==> config.mk <==
export PLATFORM = sky130hd
export DESIGN_NAME = decode_top
export DESIGN_NICKNAME = d
export VERILOG_FILES = /design/src/rtl/rv_dec_pkg.sv /design/src/rtl/dec_bus_if.sv /design/src/rtl/inst_predecode.sv /design/src/rtl/reg_file.sv /design/src/rtl/operand_stage.sv /design/src/rtl/decode_top.sv
export SDC_FILE = /design/constraint.sdc
export NUM_CORES = 2
export LEC_CHECK = 0
export CORE_MARGIN = 4
export CORE_UTILIZATION = 35
export CTS_BUF_LIST = sky130_fd_sc_hd__clkbuf_4 sky130_fd_sc_hd__clkbuf_8 sky130_fd_sc_hd__clkbuf_16
export DETAILED_ROUTE_END_ITERATION = 10
export DONT_BUFFER_PORTS = 1
export GPL_TIMING_DRIVEN = 0
export PLACE_DENSITY = 0.46
export SYNTH_ARGS = -nofsm -noshare
export SYNTH_HDL_FRONTEND = slang
export SYNTH_HIERARCHICAL = 1
export SYNTH_SLANG_ARGS = --single-unit
==> constraint.sdc <==
create_clock -name clk -period 22 [get_ports clk]
set_clock_uncertainty 0.2 [all_clocks]
set_input_delay 6.6 -clock clk [delete_from_list [all_inputs] [get_ports clk]]
set_output_delay 6.6 -clock clk [all_outputs]
set_load 0.05 [all_outputs]
==> src/rtl/rv_dec_pkg.sv <==
package rv_dec_pkg;

	localparam int xlen       = 64;
	localparam int reg_addr_w = 5;
	localparam int num_regs   = 32;
	localparam int inst_w     = 32;
	localparam int br_off_w   = 12; // B-type offset bits 12:1

	typedef enum logic [6:0] {
		opc_lui      = 7'b011_0111,
		opc_auipc    = 7'b001_0111,
		opc_jal      = 7'b110_1111,
		opc_jalr     = 7'b110_0111,
		opc_branch   = 7'b110_0011,
		opc_load     = 7'b000_0011,
		opc_store    = 7'b010_0011,
		opc_op_imm   = 7'b001_0011,
		opc_op_imm32 = 7'b001_1011,
		opc_op       = 7'b011_0011,
		opc_op32     = 7'b011_1011
	} opcode_e;

	// passed through untouched to execute
	typedef enum logic [4:0] {
		alu_add  = 5'd0,
		alu_sub  = 5'd1,
		alu_sll  = 5'd2,
		alu_slt  = 5'd3,
		alu_sltu = 5'd4,
		alu_xor  = 5'd5,
		alu_srl  = 5'd6,
		alu_sra  = 5'd7,
		alu_or   = 5'd8,
		alu_and  = 5'd9,
		alu_addw = 5'd10,
		alu_subw = 5'd11,
		alu_sllw = 5'd12,
		alu_srlw = 5'd13,
		alu_sraw = 5'd14
	} alu_op_e;

	typedef enum logic [1:0] {
		src_a_reg  = 2'd0,
		src_a_zero = 2'd1,
		src_a_pc   = 2'd2
	} src_a_sel_e;

	typedef enum logic [1:0] {
		src_b_reg  = 2'd0,
		src_b_imm  = 2'd1,
		src_b_four = 2'd2 // link value for jal/jalr
	} src_b_sel_e;

	typedef enum logic [1:0] {
		fwd_none = 2'd0, // register file
		fwd_ex   = 2'd1,
		fwd_mem  = 2'd2,
		fwd_wb   = 2'd3
	} fwd_sel_e;

endpackage

==> src/rtl/dec_bus_if.sv <==
`timescale 1ns/1ps

interface dec_bus_if;

	logic [rv_dec_pkg::reg_addr_w-1:0] rs1;
	logic [rv_dec_pkg::reg_addr_w-1:0] rs2;
	logic [rv_dec_pkg::reg_addr_w-1:0] rd;
	logic                              uses_rs1;
	logic                              uses_rs2;
	logic [rv_dec_pkg::xlen-1:0]       imm; // sign extended
	rv_dec_pkg::src_a_sel_e            src_a_sel;
	rv_dec_pkg::src_b_sel_e            src_b_sel;
	rv_dec_pkg::alu_op_e               alu_op;
	logic                              reg_wen;
	logic                              mem_wen;
	logic                              wb_sel; // 1 picks load data
	logic                              branch;
	logic                              is_jalr;
	logic [rv_dec_pkg::br_off_w-1:0]   br_offset;

	modport producer (
		output rs1, rs2, rd, uses_rs1, uses_rs2, imm,
		output src_a_sel, src_b_sel, alu_op,
		output reg_wen, mem_wen, wb_sel, branch, is_jalr, br_offset
	);

	modport consumer (
		input rs1, rs2, rd, uses_rs1, uses_rs2, imm,
		input src_a_sel, src_b_sel, alu_op,
		input reg_wen, mem_wen, wb_sel, branch, is_jalr, br_offset
	);

endinterface

==> src/rtl/inst_predecode.sv <==
`timescale 1ns/1ps

module inst_predecode (
	input  logic [rv_dec_pkg::inst_w-1:0] inst,
	dec_bus_if.producer                   bus,
	output logic                          flush_fetch
);

	rv_dec_pkg::opcode_e         opcode;
	logic [2:0]                  funct3;
	logic                        alt; // funct7[5], sub and sra
	logic [rv_dec_pkg::xlen-1:0] i_imm;
	logic [rv_dec_pkg::xlen-1:0] s_imm;
	logic [rv_dec_pkg::xlen-1:0] b_imm;
	logic [rv_dec_pkg::xlen-1:0] u_imm;
	logic [rv_dec_pkg::xlen-1:0] j_imm;

	function automatic rv_dec_pkg::alu_op_e alu_decode(input logic [2:0] f3, input logic sub_ok,
			input logic sra, input logic word);
		rv_dec_pkg::alu_op_e op;
		case (f3)
			3'b000: op = (sub_ok && sra) ? (word ? rv_dec_pkg::alu_subw : rv_dec_pkg::alu_sub)
				: (word ? rv_dec_pkg::alu_addw : rv_dec_pkg::alu_add);
			3'b001: op = word ? rv_dec_pkg::alu_sllw : rv_dec_pkg::alu_sll;
			3'b010: op = rv_dec_pkg::alu_slt;
			3'b011: op = rv_dec_pkg::alu_sltu;
			3'b100: op = rv_dec_pkg::alu_xor;
			3'b101: op = sra ? (word ? rv_dec_pkg::alu_sraw : rv_dec_pkg::alu_sra)
				: (word ? rv_dec_pkg::alu_srlw : rv_dec_pkg::alu_srl);
			3'b110: op = rv_dec_pkg::alu_or;
			default: op = rv_dec_pkg::alu_and;
		endcase
		return op;
	endfunction

	assign opcode = rv_dec_pkg::opcode_e'(inst[6:0]);
	assign funct3 = inst[14:12];
	assign alt    = inst[30];

	assign i_imm = {{(rv_dec_pkg::xlen-12){inst[31]}}, inst[31:20]};
	assign s_imm = {{(rv_dec_pkg::xlen-12){inst[31]}}, inst[31:25], inst[11:7]};
	assign b_imm = {{(rv_dec_pkg::xlen-13){inst[31]}}, inst[31], inst[7], inst[30:25],
		inst[11:8], 1'b0};
	assign u_imm = {{(rv_dec_pkg::xlen-32){inst[31]}}, inst[31:12], 12'b0};
	assign j_imm = {{(rv_dec_pkg::xlen-21){inst[31]}}, inst[31], inst[19:12], inst[20],
		inst[30:21], 1'b0};

	assign bus.rs1       = inst[19:15];
	assign bus.rs2       = inst[24:20];
	assign bus.rd        = inst[11:7];
	assign bus.br_offset = {inst[31], inst[7], inst[30:25], inst[11:8]};

	assign flush_fetch = (opcode == rv_dec_pkg::opc_jalr) || (opcode == rv_dec_pkg::opc_branch);

	always_comb begin
		bus.uses_rs1  = 1'b0;
		bus.uses_rs2  = 1'b0;
		bus.imm       = i_imm;
		bus.src_a_sel = rv_dec_pkg::src_a_reg;
		bus.src_b_sel = rv_dec_pkg::src_b_imm;
		bus.alu_op    = rv_dec_pkg::alu_add;
		bus.reg_wen   = 1'b0;
		bus.mem_wen   = 1'b0;
		bus.wb_sel    = 1'b0;
		bus.branch    = 1'b0;
		bus.is_jalr   = 1'b0;
		case (opcode)
			rv_dec_pkg::opc_lui: begin
				bus.imm       = u_imm;
				bus.src_a_sel = rv_dec_pkg::src_a_zero;
				bus.reg_wen   = 1'b1;
			end
			rv_dec_pkg::opc_auipc: begin
				bus.imm       = u_imm;
				bus.src_a_sel = rv_dec_pkg::src_a_pc;
				bus.reg_wen   = 1'b1;
			end
			rv_dec_pkg::opc_jal: begin
				bus.imm       = j_imm;
				bus.src_a_sel = rv_dec_pkg::src_a_pc;
				bus.src_b_sel = rv_dec_pkg::src_b_four; // link pc+4
				bus.reg_wen   = 1'b1;
			end
			rv_dec_pkg::opc_jalr: begin
				bus.uses_rs1  = 1'b1;
				bus.src_a_sel = rv_dec_pkg::src_a_pc;
				bus.src_b_sel = rv_dec_pkg::src_b_four;
				bus.reg_wen   = 1'b1;
				bus.is_jalr   = 1'b1;
			end
			rv_dec_pkg::opc_branch: begin
				bus.uses_rs1  = 1'b1;
				bus.uses_rs2  = 1'b1;
				bus.imm       = b_imm;
				bus.src_b_sel = rv_dec_pkg::src_b_reg;
				bus.branch    = 1'b1;
				bus.alu_op    = funct3[2] ? (funct3[1] ? rv_dec_pkg::alu_sltu : rv_dec_pkg::alu_slt)
					: rv_dec_pkg::alu_sub;
			end
			rv_dec_pkg::opc_load: begin
				bus.uses_rs1 = 1'b1;
				bus.reg_wen  = 1'b1;
				bus.wb_sel   = 1'b1;
			end
			rv_dec_pkg::opc_store: begin
				bus.uses_rs1 = 1'b1;
				bus.uses_rs2 = 1'b1; // store data
				bus.imm      = s_imm;
				bus.mem_wen  = 1'b1;
			end
			rv_dec_pkg::opc_op_imm, rv_dec_pkg::opc_op_imm32: begin
				bus.uses_rs1 = 1'b1;
				bus.reg_wen  = 1'b1;
				bus.alu_op   = alu_decode(funct3, 1'b0, alt, opcode == rv_dec_pkg::opc_op_imm32);
			end
			rv_dec_pkg::opc_op, rv_dec_pkg::opc_op32: begin
				bus.uses_rs1  = 1'b1;
				bus.uses_rs2  = 1'b1;
				bus.src_b_sel = rv_dec_pkg::src_b_reg;
				bus.reg_wen   = 1'b1;
				bus.alu_op    = alu_decode(funct3, 1'b1, alt, opcode == rv_dec_pkg::opc_op32);
			end
			default: begin
				bus.imm = '0; // unknown opcode, no side effects
			end
		endcase
	end

endmodule

==> src/rtl/reg_file.sv <==
`timescale 1ns/1ps

module reg_file (
	input  logic                              clk,
	input  logic                              reset,
	input  logic [rv_dec_pkg::reg_addr_w-1:0] rs1_addr,
	input  logic [rv_dec_pkg::reg_addr_w-1:0] rs2_addr,
	input  logic                              wr_en,
	input  logic [rv_dec_pkg::reg_addr_w-1:0] wr_addr,
	input  logic [rv_dec_pkg::xlen-1:0]       wr_data,
	output logic [rv_dec_pkg::xlen-1:0]       rs1_data,
	output logic [rv_dec_pkg::xlen-1:0]       rs2_data
);

	logic [rv_dec_pkg::xlen-1:0] regs [rv_dec_pkg::num_regs];

	always_ff @(posedge clk) begin
		if (reset) begin
			for (int i = 0; i < rv_dec_pkg::num_regs; i++) begin
				regs[i] <= '0;
			end
		end else if (wr_en && wr_addr != '0) begin // x0 never written
			regs[wr_addr] <= wr_data;
		end
	end

	// same-cycle writes reach readers through wb forwarding
	assign rs1_data = regs[rs1_addr];
	assign rs2_data = regs[rs2_addr];

	// x0 stays zero as long as the write guard and reset hold
	a_x0_zero: assert property (@(posedge clk) disable iff (reset)
		((rs1_addr == '0) |-> (rs1_data == '0)) and ((rs2_addr == '0) |-> (rs2_data == '0)));

endmodule

==> src/rtl/operand_stage.sv <==
`timescale 1ns/1ps

module operand_stage (
	input  logic                              clk,
	input  logic                              reset,
	input  logic [rv_dec_pkg::xlen-1:0]       pc,
	input  logic                              in_valid,
	dec_bus_if.consumer                       bus,
	input  logic [rv_dec_pkg::reg_addr_w-1:0] ex_rd,
	input  logic                              ex_wen,
	input  logic                              ex_is_load,
	input  logic [rv_dec_pkg::xlen-1:0]       ex_result,
	input  logic [rv_dec_pkg::reg_addr_w-1:0] mem_rd,
	input  logic                              mem_wen,
	input  logic [rv_dec_pkg::xlen-1:0]       mem_data,
	input  logic [rv_dec_pkg::reg_addr_w-1:0] wb_rd,
	input  logic                              wb_wen,
	input  logic [rv_dec_pkg::xlen-1:0]       wb_data,
	input  logic                              out_ready,
	output logic                              in_ready,
	output logic [rv_dec_pkg::xlen-1:0]       jalr_target,
	output logic                              out_valid,
	output logic [rv_dec_pkg::xlen-1:0]       out_pc,
	output logic [rv_dec_pkg::xlen-1:0]       src_a,
	output logic [rv_dec_pkg::xlen-1:0]       src_b,
	output logic [rv_dec_pkg::xlen-1:0]       store_data,
	output logic [rv_dec_pkg::reg_addr_w-1:0] out_rd,
	output logic                              out_reg_wen,
	output logic                              out_mem_wen,
	output logic                              out_wb_sel,
	output rv_dec_pkg::alu_op_e               out_alu_op,
	output logic                              out_branch,
	output logic [rv_dec_pkg::br_off_w-1:0]   out_br_offset
);

	logic [rv_dec_pkg::xlen-1:0] rs1_rf;
	logic [rv_dec_pkg::xlen-1:0] rs2_rf;
	rv_dec_pkg::fwd_sel_e        rs1_sel;
	rv_dec_pkg::fwd_sel_e        rs2_sel;
	logic [rv_dec_pkg::xlen-1:0] rs1_fwd;
	logic [rv_dec_pkg::xlen-1:0] rs2_fwd;
	logic [rv_dec_pkg::xlen-1:0] op_a;
	logic [rv_dec_pkg::xlen-1:0] op_b;
	logic                        load_use;
	logic                        accept;

	// youngest producer wins
	function automatic rv_dec_pkg::fwd_sel_e fwd_pick(input logic [rv_dec_pkg::reg_addr_w-1:0] rs);
		if (rs == '0) begin
			return rv_dec_pkg::fwd_none; // x0 from the register file
		end else if (ex_wen && ex_rd == rs) begin
			return rv_dec_pkg::fwd_ex;
		end else if (mem_wen && mem_rd == rs) begin
			return rv_dec_pkg::fwd_mem;
		end else if (wb_wen && wb_rd == rs) begin
			return rv_dec_pkg::fwd_wb;
		end
		return rv_dec_pkg::fwd_none;
	endfunction

	function automatic logic [rv_dec_pkg::xlen-1:0] fwd_value(input rv_dec_pkg::fwd_sel_e sel,
			input logic [rv_dec_pkg::xlen-1:0] rf);
		case (sel)
			rv_dec_pkg::fwd_ex:  return ex_result;
			rv_dec_pkg::fwd_mem: return mem_data;
			rv_dec_pkg::fwd_wb:  return wb_data;
			default:             return rf;
		endcase
	endfunction

	reg_file u_reg_file (
		.clk      (clk),
		.reset    (reset),
		.rs1_addr (bus.rs1),
		.rs2_addr (bus.rs2),
		.wr_en    (wb_wen),
		.wr_addr  (wb_rd),
		.wr_data  (wb_data),
		.rs1_data (rs1_rf),
		.rs2_data (rs2_rf)
	);

	always_comb begin
		rs1_sel = fwd_pick(bus.rs1);
		rs2_sel = fwd_pick(bus.rs2);
		rs1_fwd = fwd_value(rs1_sel, rs1_rf);
		rs2_fwd = fwd_value(rs2_sel, rs2_rf);
	end

	always_comb begin
		case (bus.src_a_sel)
			rv_dec_pkg::src_a_reg: op_a = rs1_fwd;
			rv_dec_pkg::src_a_pc:  op_a = pc;
			default:               op_a = '0;
		endcase
		case (bus.src_b_sel)
			rv_dec_pkg::src_b_reg:  op_b = rs2_fwd;
			rv_dec_pkg::src_b_imm:  op_b = bus.imm;
			rv_dec_pkg::src_b_four: op_b = rv_dec_pkg::xlen'(4);
			default:                op_b = '0;
		endcase
	end

	assign jalr_target = (rs1_fwd + bus.imm) & ~rv_dec_pkg::xlen'(1);

	// load result not ready until mem
	assign load_use = ex_is_load && ex_wen && ex_rd != '0
		&& ((bus.uses_rs1 && bus.rs1 == ex_rd) || (bus.uses_rs2 && bus.rs2 == ex_rd));
	assign in_ready = out_ready && !load_use;
	assign accept   = in_valid && in_ready;

	always_ff @(posedge clk) begin
		if (reset) begin
			out_valid   <= 1'b0;
			out_reg_wen <= 1'b0;
			out_mem_wen <= 1'b0;
			out_branch  <= 1'b0;
		end else if (out_ready) begin // bubble on stall or idle
			out_valid   <= accept;
			out_reg_wen <= accept && bus.reg_wen;
			out_mem_wen <= accept && bus.mem_wen;
			out_branch  <= accept && bus.branch;
		end
	end

	always_ff @(posedge clk) begin
		if (accept) begin
			out_pc        <= pc;
			src_a         <= op_a;
			src_b         <= op_b;
			store_data    <= rs2_fwd;
			out_rd        <= bus.rd;
			out_wb_sel    <= bus.wb_sel;
			out_alu_op    <= bus.alu_op;
			out_br_offset <= bus.br_offset;
		end
	end

	// x0 targets are dropped by reg_file so a write only needs a live slot
	a_wen_valid: assert property (@(posedge clk) disable iff (reset)
		out_reg_wen |-> (out_valid && !out_mem_wen));

	a_hold: assert property (@(posedge clk) disable iff (reset)
		!out_ready |=> $stable({out_valid, out_pc, src_a, src_b, store_data, out_rd,
			out_reg_wen, out_mem_wen, out_wb_sel, out_alu_op, out_branch, out_br_offset}));

endmodule

==> src/rtl/decode_top.sv <==
`timescale 1ns/1ps

module decode_top (
	input  logic                              clk,
	input  logic                              reset,
	input  logic                              in_valid,
	input  logic [rv_dec_pkg::inst_w-1:0]     inst,
	input  logic [rv_dec_pkg::xlen-1:0]       pc,
	input  logic                              out_ready,
	input  logic [rv_dec_pkg::reg_addr_w-1:0] ex_rd,
	input  logic                              ex_wen,
	input  logic                              ex_is_load,
	input  logic [rv_dec_pkg::xlen-1:0]       ex_result,
	input  logic [rv_dec_pkg::reg_addr_w-1:0] mem_rd,
	input  logic                              mem_wen,
	input  logic [rv_dec_pkg::xlen-1:0]       mem_data,
	input  logic [rv_dec_pkg::reg_addr_w-1:0] wb_rd,
	input  logic                              wb_wen,
	input  logic [rv_dec_pkg::xlen-1:0]       wb_data,
	output logic                              in_ready,
	output logic                              flush_fetch,
	output logic [rv_dec_pkg::xlen-1:0]       jalr_target,
	output logic                              out_valid,
	output logic [rv_dec_pkg::xlen-1:0]       out_pc,
	output logic [rv_dec_pkg::xlen-1:0]       src_a,
	output logic [rv_dec_pkg::xlen-1:0]       src_b,
	output logic [rv_dec_pkg::xlen-1:0]       store_data,
	output logic [rv_dec_pkg::reg_addr_w-1:0] out_rd,
	output logic                              out_reg_wen,
	output logic                              out_mem_wen,
	output logic                              out_wb_sel,
	output rv_dec_pkg::alu_op_e               out_alu_op,
	output logic                              out_branch,
	output logic [rv_dec_pkg::br_off_w-1:0]   out_br_offset
);

	dec_bus_if dec_bus ();

	inst_predecode u_predecode (
		.inst        (inst),
		.bus         (dec_bus.producer),
		.flush_fetch (flush_fetch)
	);

	operand_stage u_operand (
		.clk           (clk),
		.reset         (reset),
		.pc            (pc),
		.in_valid      (in_valid),
		.bus           (dec_bus.consumer),
		.ex_rd         (ex_rd),
		.ex_wen        (ex_wen),
		.ex_is_load    (ex_is_load),
		.ex_result     (ex_result),
		.mem_rd        (mem_rd),
		.mem_wen       (mem_wen),
		.mem_data      (mem_data),
		.wb_rd         (wb_rd),
		.wb_wen        (wb_wen),
		.wb_data       (wb_data),
		.out_ready     (out_ready),
		.in_ready      (in_ready),
		.jalr_target   (jalr_target),
		.out_valid     (out_valid),
		.out_pc        (out_pc),
		.src_a         (src_a),
		.src_b         (src_b),
		.store_data    (store_data),
		.out_rd        (out_rd),
		.out_reg_wen   (out_reg_wen),
		.out_mem_wen   (out_mem_wen),
		.out_wb_sel    (out_wb_sel),
		.out_alu_op    (out_alu_op),
		.out_branch    (out_branch),
		.out_br_offset (out_br_offset)
	);

endmodule

==> impl_metrics.json <==
{
  "ctsRootBufferMaster": "clkbuf_16",
  "outcome": "finished with violations",
  "place_worst_setup_slack_ns": -1.45,
  "layout-drive-gt1-share_pct": 21.2,
  "largest_register": "u_operand/u_reg_file/regs",
  "boundaryPins": 660,
  "tritoncts_num_sinks": 2331,
  "first_pass_grt_wire_length_um": 955000,
  "antenna_violations_before_repair": 149,
  "die_area_um2": 368000,
  "synthesis.yosys.warnings": 6,
  "clk_latency_ns": 0.94,
  "hpwlAfterDp_um": 554000,
  "cp_required_ns": 15.20,
  "worst_r2r_endpoint": "u_operand/src_a[1]",
  "mappedNetlistArea_um2": 126000,
  "ff2ff_setup_slack_ns": 17.78,
  "r2r.worst_path.cells": 8,
  "placedInstanceArea_um2": 134000,
  "num_vias": 97472,
  "ir_drop_mv": 0.0568,
  "grt_max_degree": 75,
  "detail_route.wl_per_cell_um": 52.8,
  "hold_ws_ns": 0.582,
  "detail_route.first_pass.iterations": 11,
  "global_route.usage.total_pct": 40.1,
  "chipWidth_um": 607,
  "placementRows": 219,
  "cts-hold-fix-buffers": 0,
  "cts_max_path_buffers": 4,
  "failed_checks": "DRC, capacitance limit, slew limit, setup timing",
  "drt-total-wl_um": 763000,
  "drt-initial-drc-count": 18673,
  "nets": 9770,
  "cts.clk_slew.worst_paths_ns": 0.06,
  "numCtsBuffers": 275,
  "critical_path.startpoint_type": "primary input",
  "critical_path_arrival_ns": 15.62,
  "drt-vias-per-instance": 6.74,
  "path_max_fanout": 10,
  "setup_repair_after_global_routing_missed_its_margin": "true",
  "number_of_global_route_vias_before_repair": 90988,
  "power.leakage_uw": 0.0498,
  "postRouteAntennaNets": 0,
  "die-height_um": 607,
  "tritoncts": "done",
  "setup.worst_path.class": "in -> out",
  "holdPathEnd": "u_operand/out_valid",
  "period_share_pct": 102,
  "globalRoute.totalOverflow": 0,
  "syn2layout_area_growth_pct": 14.5,
  "timing.max_slew.rel_slack_pct": -15.4,
  "power_dens_cells_nw_per_um2": 84.5,
  "port_buffers": 0,
  "h-tree-depth": 5,
  "place_congestion": 1.03,
  "number_of_setup_violations_in_the_final_report": 21,
  "achievable-frequency_ghz": 0.0446,
  "cap_viol_max_count": 32,
  "slew_violations": 229,
  "syn_avg_cell_area_um2": 14.0,
  "layout_min_cycle_time_ns": 22.42,
  "largest_reg_flops": 2048,
  "min_delay_path_depth": 2,
  "cts_setup_buffers": 0,
  "worstHoldStart": "u_operand/out_valid",
  "stdcell_area_um2": 144000,
  "origin_of_the_critical_flop_to_flop_path": "u_operand/u_reg_file/regs[25][1]",
  "syn-instance-count": 8950,
  "worst_setup_end_kind": "output port",
  "fin_util_pct": 40.3,
  "report.final.hold_viol_count": 0,
  "floorplan.initialDensity_pct": 35.2,
  "final_critical_path_setup_slack_ns": -0.424,
  "drc": 2,
  "min-delay-path-class": "reg -> reg",
  "worst-slew-pin-transition_ns": 1.73,
  "core-area_um2": 356000
}
-- worst max-delay path by stage --
stage	startpoint	to	cells after the start
final	inst[17]	jalr_target[24]	20
after detailed placement	inst[16]	jalr_target[62]	23
after floorplan	inst[3]	jalr_target[56]	17
after global placement	inst[18]	jalr_target[56]	19
after CTS	inst[15]	jalr_target[52]	23
after global routing	inst[17]	jalr_target[24]	20
-- where the power goes --
group          internal [uW]  switching [uW]  total, uW
clock network           2740            2000       4740
logic                    560            1440       2000
registers               5150             249       5400
-- per-stage QoR --
step / std cells / setup TNS (ns) / total power, uW
detailed placement: 13860 / -15.55 / 7370
floorplan: 9013 / 0 / 6430
finish: 14458 / -3.66 / 12200
global route: 14388 / -0.0696 / 12400
global placement: 13764 / -71.49 / 7320
CTS: 14343 / 0 / 12100
-- repair_timing --
action                                  in CTS  in global routing
endpoints found under the setup margin      29                 17
resized for setup                           38                 11
gates cloned                                 0                  0
pin swaps                                    0                  2
-- routing by layer --
layer  track usage (%)  up-vias  wire length, um  share of wire [%]
li1                  -    35501                -                  -
met1              45.5    50543           254000                 33
met2              57.3     9184           320000                 42
met3              20.5     2204           121000                 16
met4              30.5       40            68100                8.9
met5             0.248        -              437              0.057
-- cell usage in the layout, fill, tap and decap left out, types with 69 or more instances in the layout --
master        n
diode_2     104
a22oi_1     206
nand2_1     227
buf_2       164
clkbuf_16   284
and2_1     2004
nor4_1       69
nor2_1      312
clkbuf_1    518
nand3_1      74
buf_4       139
o22ai_1     299
a222oi_1    121
clkbuf_2     83
edfxtp_1   2327
mux2i_1     350
mux4_2      869
a21oi_1     311
-- worst max-delay path: stages --
cell	delay [ns]
buf_4	0.38
buf_2	0.29
buf_4	0.26
buf_2	0.58
buf_2	0.97
mux4_2	0.38
o22ai_1	0.17
nor4_2	0.90
o21ai_0	0.65
fa_1	0.60
nor2b_1	0.38
o31a_1	0.28
o311a_1	0.28
a41oi_1	0.22
o41a_1	0.43
o221ai_1	0.21
a21o_1	0.38
nand3_1	0.26
o31ai_1	0.37
xor2_1	0.94
-- final cells by class --
| class | count | area (um^2) |
|---|---|---|
| diodes | 104 | 260 |
| multi-input cells | 5679 | 51600 |
| well taps | 4751 | 5940 |
| clock inverters | 149 | 1480 |
| flip-flops and latches | 2331 | 70000 |
| repair buffers | 107 | 2060 |
| plain buffers | 965 | 4830 |
| fillers | 33145 | 213000 |
| inverters | 37 | 140 |
| clock buffers | 335 | 7490 |
(Power assumes the default switching activity.)
